[config.mk]
export PLATFORM = sky130hd
export DESIGN_NAME = exu_core
export DESIGN_NICKNAME = d
export VERILOG_FILES = /design/src/design/exu_pkg.sv /design/src/design/exu_regfile.sv /design/src/design/exu_alu.sv /design/src/design/exu_decode.sv /design/src/design/exu_execute.sv /design/src/design/exu_core.sv
export SDC_FILE = /design/constraint.sdc
export NUM_CORES = 2
export LEC_CHECK = 0
export ABC_AREA = 1
export BUFFER_PORTS_ARGS = -buffer_cell sky130_fd_sc_hd__buf_2
export CORE_MARGIN = 8
export CORE_UTILIZATION = 40
export CTS_CLUSTER_DIAMETER = 30
export CTS_CLUSTER_SIZE = 30
export DETAILED_ROUTE_END_ITERATION = 12
export HOLD_SLACK_MARGIN = 0.12
export PLACE_DENSITY_LB_ADDON = 0.2
export SYNTH_ARGS = -nofsm -noshare
export SYNTH_HDL_FRONTEND = slang
export SYNTH_HIERARCHICAL = 1
export SYNTH_SLANG_ARGS = --single-unit
[constraint.sdc]
create_clock -name clock -period 6.6 [get_ports clock]
set_input_delay 0 -clock clock [delete_from_list [all_inputs] [get_ports clock]]
set_output_delay 0 -clock clock [all_outputs]
set_load 0.005 [all_outputs]
[src/design/exu_pkg.sv]
`default_nettype none

package exu_pkg;

  // One instruction word seen through each RV32I format
  typedef union packed {
    struct packed {
      logic [6:0] funct7;
      logic [4:0] rs2;
      logic [4:0] rs1;
      logic [2:0] funct3;
      logic [4:0] rd;
      logic [6:0] opcode;
    } r_fmt;
    struct packed {
      logic [11:0] imm;
      logic [4:0]  rs1;
      logic [2:0]  funct3;
      logic [4:0]  rd;
      logic [6:0]  opcode;
    } i_fmt;
    struct packed {
      logic [6:0] imm_hi;
      logic [4:0] rs2;
      logic [4:0] rs1;
      logic [2:0] funct3;
      logic [4:0] imm_lo;
      logic [6:0] opcode;
    } s_fmt;
    struct packed {
      logic       imm_12;
      logic [5:0] imm_10_5;
      logic [4:0] rs2;
      logic [4:0] rs1;
      logic [2:0] funct3;
      logic [3:0] imm_4_1;
      logic       imm_11;
      logic [6:0] opcode;
    } b_fmt;
    struct packed {
      logic [19:0] imm;
      logic [4:0]  rd;
      logic [6:0]  opcode;
    } u_fmt;
    struct packed {
      logic       imm_20;
      logic [9:0] imm_10_1;
      logic       imm_11;
      logic [7:0] imm_19_12;
      logic [4:0] rd;
      logic [6:0] opcode;
    } j_fmt;
  } instr_t;

  typedef struct packed {
    logic [31:0] pc;
    instr_t      instr;
  } fetch_t;

  localparam logic [6:0] opc_op     = 7'b0110011;
  localparam logic [6:0] opc_op_imm = 7'b0010011;
  localparam logic [6:0] opc_lui    = 7'b0110111;
  localparam logic [6:0] opc_auipc  = 7'b0010111;
  localparam logic [6:0] opc_jal    = 7'b1101111;
  localparam logic [6:0] opc_jalr   = 7'b1100111;
  localparam logic [6:0] opc_branch = 7'b1100011;

  typedef enum logic [3:0] {
    alu_add, alu_sub, alu_sll, alu_slt, alu_sltu, alu_xor, alu_srl, alu_sra,
    alu_or, alu_and, alu_eq, alu_ne, alu_lt, alu_ge, alu_ltu, alu_geu
  } alu_op_e;

  typedef enum logic {op1_rs1, op1_pc} op1_sel_e;
  typedef enum logic {op2_rs2, op2_imm} op2_sel_e;
  typedef enum logic [1:0] {npc_seq, npc_jal, npc_jalr, npc_branch} npc_sel_e;
  typedef enum logic [1:0] {wb_alu, wb_link, wb_imm} wb_sel_e;

  typedef struct packed {
    logic [31:0] pc;
    logic [4:0]  rs1;
    logic [4:0]  rs2;
    logic [4:0]  rd;
    logic [31:0] imm;
    alu_op_e     alu_op;
    op1_sel_e    op1_sel;
    op2_sel_e    op2_sel;
    npc_sel_e    npc_sel;
    wb_sel_e     wb_sel;
    logic        writes_rd;
  } uop_t;

  typedef struct packed {
    logic [31:0] pc;
    logic [4:0]  rd;
    logic        writes_rd;
    logic [31:0] wdata;
    logic [31:0] next_pc;
    logic        redirect; // next_pc is not pc+4
  } retire_t;

endpackage

`default_nettype wire

[src/design/exu_regfile.sv]
`timescale 1ns/1ns
`default_nettype none

module exu_regfile (
  input  wire logic        clock,
  input  wire logic        reset,
  input  wire logic [4:0]  read_index_a,
  input  wire logic [4:0]  read_index_b,
  input  wire logic        write_enable,
  input  wire logic [4:0]  write_index,
  input  wire logic [31:0] write_data,
  output logic      [31:0] read_data_a,
  output logic      [31:0] read_data_b
);

  logic [31:0] regs [31:1]; // x0 has no storage

  always_ff @(posedge clock) begin
    if (reset) begin
      for (int i = 1; i < 32; i++) begin
        regs[i] <= '0;
      end
    end else if (write_enable && write_index != 5'd0) begin
      regs[write_index] <= write_data;
    end
  end

  // Reads give the pre-write value and execute forwards the pending record
  assign read_data_a = (read_index_a == 5'd0) ? 32'd0 : regs[read_index_a];
  assign read_data_b = (read_index_b == 5'd0) ? 32'd0 : regs[read_index_b];

endmodule

`default_nettype wire

[src/design/exu_alu.sv]
`timescale 1ns/1ns
`default_nettype none

module exu_alu (
  input  exu_pkg::alu_op_e op,
  input  wire logic [31:0] operand_a,
  input  wire logic [31:0] operand_b,
  output logic      [31:0] result
);

  logic [4:0] shamt;

  assign shamt = operand_b[4:0];

  always_comb begin
    result = '0;
    unique case (op)
      exu_pkg::alu_add:  result = operand_a + operand_b;
      exu_pkg::alu_sub:  result = operand_a - operand_b;
      exu_pkg::alu_sll:  result = operand_a << shamt;
      exu_pkg::alu_slt:  result = {31'd0, $signed(operand_a) < $signed(operand_b)};
      exu_pkg::alu_sltu: result = {31'd0, operand_a < operand_b};
      exu_pkg::alu_xor:  result = operand_a ^ operand_b;
      exu_pkg::alu_srl:  result = operand_a >> shamt;
      exu_pkg::alu_sra:  result = $unsigned($signed(operand_a) >>> shamt);
      exu_pkg::alu_or:   result = operand_a | operand_b;
      exu_pkg::alu_and:  result = operand_a & operand_b;
      // Branch compares return the outcome in bit 0
      exu_pkg::alu_eq:   result = {31'd0, operand_a == operand_b};
      exu_pkg::alu_ne:   result = {31'd0, operand_a != operand_b};
      exu_pkg::alu_lt:   result = {31'd0, $signed(operand_a) < $signed(operand_b)};
      exu_pkg::alu_ge:   result = {31'd0, $signed(operand_a) >= $signed(operand_b)};
      exu_pkg::alu_ltu:  result = {31'd0, operand_a < operand_b};
      exu_pkg::alu_geu:  result = {31'd0, operand_a >= operand_b};
    endcase
  end

endmodule

`default_nettype wire

[src/design/exu_decode.sv]
`timescale 1ns/1ns
`default_nettype none

module exu_decode (
  input  wire logic       clock,
  input  wire logic       reset,
  input  wire logic       in_valid,
  input  exu_pkg::fetch_t in_data,
  output logic            in_ready,
  output logic            uop_valid,
  output exu_pkg::uop_t   uop,
  input  wire logic       uop_ready
);

  exu_pkg::instr_t instr;
  exu_pkg::uop_t   dec;

  // funct3 to ALU op for OP and OP-IMM
  function automatic exu_pkg::alu_op_e arith_op(input logic [2:0] funct3, input logic alt);
    case (funct3)
      3'b000:  arith_op = alt ? exu_pkg::alu_sub : exu_pkg::alu_add;
      3'b001:  arith_op = exu_pkg::alu_sll;
      3'b010:  arith_op = exu_pkg::alu_slt;
      3'b011:  arith_op = exu_pkg::alu_sltu;
      3'b100:  arith_op = exu_pkg::alu_xor;
      3'b101:  arith_op = alt ? exu_pkg::alu_sra : exu_pkg::alu_srl;
      3'b110:  arith_op = exu_pkg::alu_or;
      default: arith_op = exu_pkg::alu_and;
    endcase
  endfunction

  function automatic exu_pkg::alu_op_e branch_op(input logic [2:0] funct3);
    case (funct3)
      3'b001:  branch_op = exu_pkg::alu_ne;
      3'b100:  branch_op = exu_pkg::alu_lt;
      3'b101:  branch_op = exu_pkg::alu_ge;
      3'b110:  branch_op = exu_pkg::alu_ltu;
      3'b111:  branch_op = exu_pkg::alu_geu;
      default: branch_op = exu_pkg::alu_eq;
    endcase
  endfunction

  assign instr = in_data.instr;

  always_comb begin
    dec           = '0; // No-op unless recognized
    dec.pc        = in_data.pc;
    dec.rs1       = instr.r_fmt.rs1;
    dec.rs2       = instr.r_fmt.rs2;
    dec.rd        = instr.r_fmt.rd;
    dec.alu_op    = exu_pkg::alu_add;
    dec.op1_sel   = exu_pkg::op1_rs1;
    dec.op2_sel   = exu_pkg::op2_rs2;
    dec.npc_sel   = exu_pkg::npc_seq;
    dec.wb_sel    = exu_pkg::wb_alu;
    case (instr.r_fmt.opcode)
      exu_pkg::opc_op: begin
        dec.alu_op    = arith_op(instr.r_fmt.funct3, instr.r_fmt.funct7[5]);
        dec.writes_rd = 1'b1;
      end
      exu_pkg::opc_op_imm: begin
        dec.imm       = {{20{instr.i_fmt.imm[11]}}, instr.i_fmt.imm};
        dec.alu_op    = arith_op(instr.i_fmt.funct3,
                                 instr.i_fmt.funct3 == 3'b101 && instr.r_fmt.funct7[5]);
        dec.op2_sel   = exu_pkg::op2_imm;
        dec.writes_rd = 1'b1;
      end
      exu_pkg::opc_lui: begin
        dec.imm       = {instr.u_fmt.imm, 12'd0};
        dec.wb_sel    = exu_pkg::wb_imm;
        dec.writes_rd = 1'b1;
      end
      exu_pkg::opc_auipc: begin
        dec.imm       = {instr.u_fmt.imm, 12'd0};
        dec.op1_sel   = exu_pkg::op1_pc;
        dec.op2_sel   = exu_pkg::op2_imm;
        dec.writes_rd = 1'b1;
      end
      exu_pkg::opc_jal: begin
        dec.imm       = {{11{instr.j_fmt.imm_20}}, instr.j_fmt.imm_20, instr.j_fmt.imm_19_12,
                         instr.j_fmt.imm_11, instr.j_fmt.imm_10_1, 1'b0};
        dec.npc_sel   = exu_pkg::npc_jal;
        dec.wb_sel    = exu_pkg::wb_link;
        dec.writes_rd = 1'b1;
      end
      exu_pkg::opc_jalr: begin
        dec.imm       = {{20{instr.i_fmt.imm[11]}}, instr.i_fmt.imm};
        dec.op2_sel   = exu_pkg::op2_imm;
        dec.npc_sel   = exu_pkg::npc_jalr;
        dec.wb_sel    = exu_pkg::wb_link;
        dec.writes_rd = 1'b1;
      end
      exu_pkg::opc_branch: begin
        if (instr.b_fmt.funct3[2:1] != 2'b01) begin // 010 and 011 are not branches
          dec.imm     = {{19{instr.b_fmt.imm_12}}, instr.b_fmt.imm_12, instr.b_fmt.imm_11,
                         instr.b_fmt.imm_10_5, instr.b_fmt.imm_4_1, 1'b0};
          dec.alu_op  = branch_op(instr.b_fmt.funct3);
          dec.npc_sel = exu_pkg::npc_branch;
        end
      end
      default: ;
    endcase
    if (dec.rd == 5'd0) begin
      dec.writes_rd = 1'b0;
    end
  end

  assign in_ready = !uop_valid || uop_ready;

  always_ff @(posedge clock) begin
    if (reset) begin
      uop_valid <= 1'b0;
    end else if (in_ready) begin
      uop_valid <= in_valid;
    end
  end

  always_ff @(posedge clock) begin
    if (in_valid && in_ready) begin
      uop <= dec;
    end
  end

endmodule

`default_nettype wire

[src/design/exu_execute.sv]
`timescale 1ns/1ns
`default_nettype none

module exu_execute #(
  parameter logic [31:0] reset_pc = 32'h0
) (
  input  wire logic        clock,
  input  wire logic        reset,
  input  wire logic        uop_valid,
  input  exu_pkg::uop_t    uop,
  output logic             uop_ready,
  output logic             out_valid,
  output exu_pkg::retire_t out_data,
  input  wire logic        out_ready,
  output logic      [4:0]  rf_read_index_a,
  output logic      [4:0]  rf_read_index_b,
  input  wire logic [31:0] rf_read_data_a,
  input  wire logic [31:0] rf_read_data_b,
  output logic             rf_write_enable,
  output logic      [4:0]  rf_write_index,
  output logic      [31:0] rf_write_data,
  output exu_pkg::alu_op_e alu_op,
  output logic      [31:0] alu_operand_a,
  output logic      [31:0] alu_operand_b,
  input  wire logic [31:0] alu_result
);

  logic [31:0]      expected_pc;
  logic [31:0]      rs1_value;
  logic [31:0]      rs2_value;
  logic [31:0]      seq_pc;
  logic [31:0]      target_pc;
  logic             take;
  logic             on_path;
  exu_pkg::retire_t ret;

  assign rf_read_index_a = uop.rs1;
  assign rf_read_index_b = uop.rs2;

  // writes_rd is never set for x0, so a match is always a real register
  assign rs1_value = (out_valid && out_data.writes_rd && out_data.rd == uop.rs1) ?
                     out_data.wdata : rf_read_data_a;
  assign rs2_value = (out_valid && out_data.writes_rd && out_data.rd == uop.rs2) ?
                     out_data.wdata : rf_read_data_b;

  assign alu_op        = uop.alu_op;
  assign alu_operand_a = (uop.op1_sel == exu_pkg::op1_pc) ? uop.pc : rs1_value;
  assign alu_operand_b = (uop.op2_sel == exu_pkg::op2_imm) ? uop.imm : rs2_value;

  assign seq_pc    = uop.pc + 32'd4;
  assign target_pc = uop.pc + uop.imm;

  always_comb begin
    ret           = '0;
    ret.pc        = uop.pc;
    ret.rd        = uop.rd;
    ret.writes_rd = uop.writes_rd;
    case (uop.npc_sel)
      exu_pkg::npc_jal:    ret.next_pc = target_pc;
      exu_pkg::npc_jalr:   ret.next_pc = {alu_result[31:1], 1'b0};
      exu_pkg::npc_branch: ret.next_pc = alu_result[0] ? target_pc : seq_pc;
      default:             ret.next_pc = seq_pc;
    endcase
    case (uop.wb_sel)
      exu_pkg::wb_link: ret.wdata = seq_pc;
      exu_pkg::wb_imm:  ret.wdata = uop.imm; // LUI
      default:          ret.wdata = alu_result;
    endcase
    ret.redirect = ret.next_pc != seq_pc;
  end

  assign uop_ready = !out_valid || out_ready;
  assign take      = uop_valid && uop_ready;
  assign on_path   = uop.pc == expected_pc; // Anything else is fetched past a redirect

  always_ff @(posedge clock) begin
    if (reset) begin
      out_valid   <= 1'b0;
      expected_pc <= reset_pc;
    end else begin
      if (uop_ready) begin
        out_valid <= take && on_path;
      end
      if (take && on_path) begin
        expected_pc <= ret.next_pc;
      end
    end
  end

  always_ff @(posedge clock) begin
    if (take && on_path) begin
      out_data <= ret;
    end
  end

  // Architectural write when the record leaves
  assign rf_write_enable = out_valid && out_ready && out_data.writes_rd;
  assign rf_write_index  = out_data.rd;
  assign rf_write_data   = out_data.wdata;

endmodule

`default_nettype wire

[src/design/exu_core.sv]
`timescale 1ns/1ns
`default_nettype none

module exu_core #(
  parameter logic [31:0] reset_pc = 32'h0
) (
  input  wire logic        clock,
  input  wire logic        reset,
  input  wire logic        in_valid,
  input  exu_pkg::fetch_t  in_data,
  output logic             in_ready,
  output logic             out_valid,
  output exu_pkg::retire_t out_data,
  input  wire logic        out_ready
);

  logic             uop_valid;
  logic             uop_ready;
  exu_pkg::uop_t    uop;
  logic [4:0]       rf_read_index_a;
  logic [4:0]       rf_read_index_b;
  logic [31:0]      rf_read_data_a;
  logic [31:0]      rf_read_data_b;
  logic             rf_write_enable;
  logic [4:0]       rf_write_index;
  logic [31:0]      rf_write_data;
  exu_pkg::alu_op_e alu_op;
  logic [31:0]      alu_operand_a;
  logic [31:0]      alu_operand_b;
  logic [31:0]      alu_result;

  exu_decode u_decode (
    .clock     (clock),
    .reset     (reset),
    .in_valid  (in_valid),
    .in_data   (in_data),
    .in_ready  (in_ready),
    .uop_valid (uop_valid),
    .uop       (uop),
    .uop_ready (uop_ready)
  );

  exu_regfile u_regfile (
    .clock        (clock),
    .reset        (reset),
    .read_index_a (rf_read_index_a),
    .read_index_b (rf_read_index_b),
    .write_enable (rf_write_enable),
    .write_index  (rf_write_index),
    .write_data   (rf_write_data),
    .read_data_a  (rf_read_data_a),
    .read_data_b  (rf_read_data_b)
  );

  exu_alu u_alu (
    .op        (alu_op),
    .operand_a (alu_operand_a),
    .operand_b (alu_operand_b),
    .result    (alu_result)
  );

  exu_execute #(
    .reset_pc (reset_pc)
  ) u_execute (
    .clock           (clock),
    .reset           (reset),
    .uop_valid       (uop_valid),
    .uop             (uop),
    .uop_ready       (uop_ready),
    .out_valid       (out_valid),
    .out_data        (out_data),
    .out_ready       (out_ready),
    .rf_read_index_a (rf_read_index_a),
    .rf_read_index_b (rf_read_index_b),
    .rf_read_data_a  (rf_read_data_a),
    .rf_read_data_b  (rf_read_data_b),
    .rf_write_enable (rf_write_enable),
    .rf_write_index  (rf_write_index),
    .rf_write_data   (rf_write_data),
    .alu_op          (alu_op),
    .alu_operand_a   (alu_operand_a),
    .alu_operand_b   (alu_operand_b),
    .alu_result      (alu_result)
  );

endmodule

`default_nettype wire

Word-level counts from Yosys, hierarchy flattened
Memories as Yosys holds them, arrays and structs flattened. A register that Yosys moved wholly into a read port is not among the register bits.
Cells that the tools add are included.
W data, S select, Z words.
- add/sub/neg operators: 4
- order comparisons: 4
- equality and inequality tests: 41
- shift-type cells: 3
- multiplexer cells: 36
- bitwise gates (word level): 3
- reductions and logical operators: 28
- operator list (cell ; count):
    $pmux W32 S14 ; 1
    $mux W32 ; 8
    $pmux W32 S4 ; 1
    $pmux W32 S3 ; 1
    $add A32 B32 Y32 ; 2
    $eq A32 B32 Y1 ; 2
    $ge A32 B32 Y1 ; 2
    $lt A32 B32 Y1 ; 2
    $ne A32 B32 Y1 ; 2
    $pmux W32 S2 ; 1
    $pmux W4 S7 ; 2
    $mux W36 ; 1
    $add A32 B3 Y32 const B ; 1
    $and A32 B32 Y32 ; 1
    $eq A4 B4 Y1 const B ; 8
    $or A32 B32 Y32 ; 1
    $reduce_or A32 Y1 ; 1
    $shl A32 B5 Y32 ; 1
    $shr A32 B5 Y32 ; 1
    $sshr A32 B5 Y32 ; 1
    $sub A32 B32 Y32 ; 1
    $xor A32 B32 Y32 ; 1
    $eq A7 B7 Y1 const B ; 3
    $eq A4 B3 Y1 const B ; 4
    28 further kinds ; 70
- bits in registers: 227
- memory bits (writable): 992
- bits of input ports: 68
- output and inout bits: 105
- word-level logic and storage cells: 140
- memories: 1
- memory list (name ; depth ; bits a word ; rd ports ; clocked after memory_dff ; write ports ; RTL line ; source):
    u_regfile.regs ; 31 ; 32 ; 2 ; 2 ; 31 ; exu_regfile.sv:16 ; logic [31:0] regs [31:1];

Logic depth before layout (Yosys ltp)
- depth after elaboration: 9
- depth in mapped cells: 47
- gate-level depth less buffers: 41

By module
Netlist, hierarchy kept.
- by module, submodules not included (module ; times used ; cells an instance ; area an instance (sq um) ; sequential area each (sq um)):
    exu_regfile ; 1 ; 7249 ; 56511.7 ; 30749.5
    exu_execute ; 1 ; 1845 ; 11868.9 ; 3753.6
    exu_alu ; 1 ; 1897 ; 9603.0 ; 0.0
    exu_decode ; 1 ; 283 ; 3612.2 ; 2722.6

Least setup slack after synthesis
OpenSTA, ideal clock, no wires.
- path kind: register to register
- start: register, netlist name u_decode/uop[49]
- end: register, netlist name u_execute/out_data[0]
- setup time: 0.260 ns
- data arrival time: 5.150 ns
- required time: 6.340 ns
- path slack: 1.191 ns
- stages on the path, launching flop included: 42
- buffers on the path: 8
- period minus slack after synthesis: 5.409 ns
- cells stage by stage: edfxtp_1 buf_4 inv_2 clkbuf_1 clkbuf_1 o211ai_1 nand3_1 nand3_1 nand2_1 nand2_1 nor2_1 a21oi_1 a21oi_1 buf_2 clkinv_1 buf_2 buf_1 ha_1 [... 6 more ...] inv_1 nand2_1 nand2_1 nor2_1 nand3_1 nor2_1 nand4_1 nor2_1 nand2_1 inv_2 nor2_1 clkbuf_1 o21ai_0 nand2_1 a21oi_1 nand3_1 nor2_1 nand3_1

==> impl_metrics.yaml <==
die:
  dieArea_mm2: 0.219
  die_w_um: 468
  rows: 165
  ios: 173
  core-area_mm2: 0.203
  fp.dieH_um: 468
  start_util_pct: 40.3
clock_tree:
  clock_latency_ns: 1.02
  htree_levels: 5
  cts_buffers: 336
  cts_buffer_depth: 4
  cts_sinks: 1251
  cts-root-buf: "clkbuf_16"
  path_clk_slew_ns: 0.04
  cts_tree: "yes"
sta:
  fin_crit_sh_pct: 98.1
  relSlewSlack_pct: 5.49
  slew_viol_final: 0
  setup_viol: 0
  fin_worst_skew_ns: 0.162
  fin_crit_ns: 6.47
  hold_viol: 0
  worst_slew_pin_slew_ns: 1.42
  clock.fmax_mhz: 155
setup_path:
  crit_required_ns: 7.21
  crit_top_cell: "nand2_1"
  critPathCaptureType: "flip-flop"
  critPathBufInv: 11
  cp_max_fo: 22
  cp_slowest_cell: "edfxtp_1"
  startpoint_type: "flip-flop"
  crit_family: "simple AND/OR/NAND/NOR gates"
  cp_slowest_stage_delay_ns: 0.62
  crit_type: "reg -> reg"
  cp.arrival_ns: 7.08
synth:
  syn_inst: 11300
  synth_flop_cell: "edfxtp_1"
  synth_top_area_share_pct: 44.8
  synth_area_leaders: "edfxtp_1 (45%), nand2_1 (14%), nor2_1 (10%)"
  syn_area_mm2: 0.0816
  synthMostInstantiatedCell: "nand2_1"
  synth_common_cells: "nand2_1 (3149), nor2_1 (2188), nand3_1 (1395)"
  synth_seq_cells: 1251
  postSynth.asyncResetShare_pct: 0
  synth_edf_count: 1217
  syn_area_per_cell_um2: 7.24
  synth_warnings: 6
  synth_cell_types: 62
  synth_top_area_cell: "edfxtp_1"
  seq_area_frac_synth_pct: 45.6
detailed_routing:
  met2_length_um: 199000
  first_pass_iters: 9
  avgRoutedWirePerCell_um: 30.0
  route.vias.total: 90200
  initialDrtViolationCount: 13600
  routed_via_density: 5.88
  top_layer: "met5"
  drc_errors: 0
  antenna_left: 0
  drt_wl_total_um: 460000
  wl_met1_um: 172000
  wl_met3_um: 53400
power_and_ir_drop:
  p_leak_nw: 48.1
  power_density_mw_per_mm2: 315
  p_total_w: 0.0338
  ir_drop_v: 0.000307
global_route:
  antenna_found_initial: 25
  grt_pass1_wl_um: 634000
  grt_pass1_vias: 84200
  grt_max_degree: 86
  globalRouteTotalUtil_pct: 40.3
  grt_overflow: 0
flow_run:
  maxCapViolations: 0
place:
  io_buffers: 172
  routabilityCongestion: 1.05
  post-dp-hpwl_um: 332000
status:
  status: "complete, no violations"
cells_and_area:
  drive_above_1_share_pct: 17.6
  nets: 12600
  syn2layout_area_growth_pct: 31.3
  final_util_pct: 52.9
worst_hold_path:
  hold_class: "in -> reg"
-- logic make-up (layout without fill, tap and decap cells) --
logic type	after synthesis	count (layout)	share of synthesized area (%)
buffers and inverters	1571	2923	8.16
multiplexers	2	2	0.0245
XOR/XNOR	54	54	0.580
AND/OR/NAND/NOR	6950	6950	34.9
adder cells (fa/ha/maj)	137	137	2.13
AO/OA/AOI/OAI	1308	1308	8.59
flip-flops	1251	1251	45.6
other	1	49	0.00460
-- worst reg2reg max path, delay by kind of cell, from the launching register on --
kind,cells,cell delay (ns)
AO/OA/AOI/OAI,1,0.09
adder cells (fa/ha/maj),1,0.29
buffers and inverters,11,2.15
flip-flops,1,0.62
AND/OR/NAND/NOR,27,3.03
-- per-layer routing --
metal,up-vias,GRT usage [%]
met5,-,0
met4,2,25.5
met3,1293,9.92
met2,6634,61.5
met1,43000,51.3
li1,39300,-
-- final timing paths --
| check | start | end | slack [ns] | cells past startpoint |
|---|---|---|---|---|
| worst min register to register | u_decode/uop[47] | u_execute/rf_write_index[4] | 0.42 | 0 |
| worst max-delay path | u_decode/uop[51] | u_execute/out_data[0] | 0.13 | 40 |
| worst min-delay path | in_data[26] | u_decode/uop[37] | 0.18 | 6 |
| worst max register to register | u_decode/uop[51] | u_execute/out_data[0] | 0.13 | 40 |
-- state kept, by name (all words and copies together) (netlist names) --
register and cells:
u_regfile/regs 1024, u_decode/uop 90, u_execute/out_data 66, u_execute/expected_pc 32, u_execute/rf_write_data 32, u_execute/rf_write_index 5, u_decode/uop_valid 1, u_execute/out_valid 1
-- final cells by class --
| class | count | area (um2) |
|---|---|---|
| diodes | 17 | 42.5 |
| well taps | 2672 | 3340 |
| repair inverters | 1 | 8.76 |
| clock buffers | 381 | 8700 |
| repair buffers | 1597 | 13900 |
| clock inverters | 215 | 2530 |
| inverters | 729 | 2840 |
| fillers | 19100 | 95400 |
| multi-input cells | 8483 | 38500 |
| flip-flops and latches | 1251 | 37200 |
-- through the flow --
step                      instance area [um2]  hold slack, ns  setup slack (ns)  setup TNS [ns]  std cells
after floorplan                         81700          0.0691              1.19               0      11300
after global placement                  93400           0.177            -0.906          -16.63      14600
after detailed placement                93400           0.178            -0.986          -20.55      14600
after CTS                              106000           0.122         0.0000973               0      15300
after global routing                   107000           0.206           -0.0103         -0.0103      15300
final                                  107000           0.180             0.128               0      15300
-- layout by cell type (no fill, tap or decap), types with 57 or more instances in the layout --
cell type	Yosys	routed
nand2_2	13	62
nand3_1	1395	1384
nor2_2	16	60
clkbuf_16	0	343
inv_1	697	690
buf_4	83	1101
buf_12	0	137
nand4_1	57	57
o211ai_1	57	57
a21oi_1	424	400
buf_2	293	172
nor2_1	2188	2121
edfxtp_1	1217	1217
o21ai_0	630	624
nand2_1	3149	3100
ha_1	134	130
o21ai_1	76	80
dlygate4sd3_1	0	164
-- power by group --
part / internal (W) / switching, W / total (W) / leakage [nW]
sequential: 0.00901 / 0.000231 / 0.00924 / 12.6
combinational: 0.00280 / 0.00536 / 0.00816 / 30.0
clock: 0.0113 / 0.00510 / 0.0164 / 5.42
-- repair_timing --
action | 4_1_cts | 5_1_grt
resized for setup | 46 | 129
hold buffers | 164 | 0
pin swaps | 1 | 10
hold endpoints to repair | 204 | 0
cloned | 1 | 4
setup endpoints to repair | 63 | 54
setup buffers | 1 | 8
(Power assumes the default switching activity.)
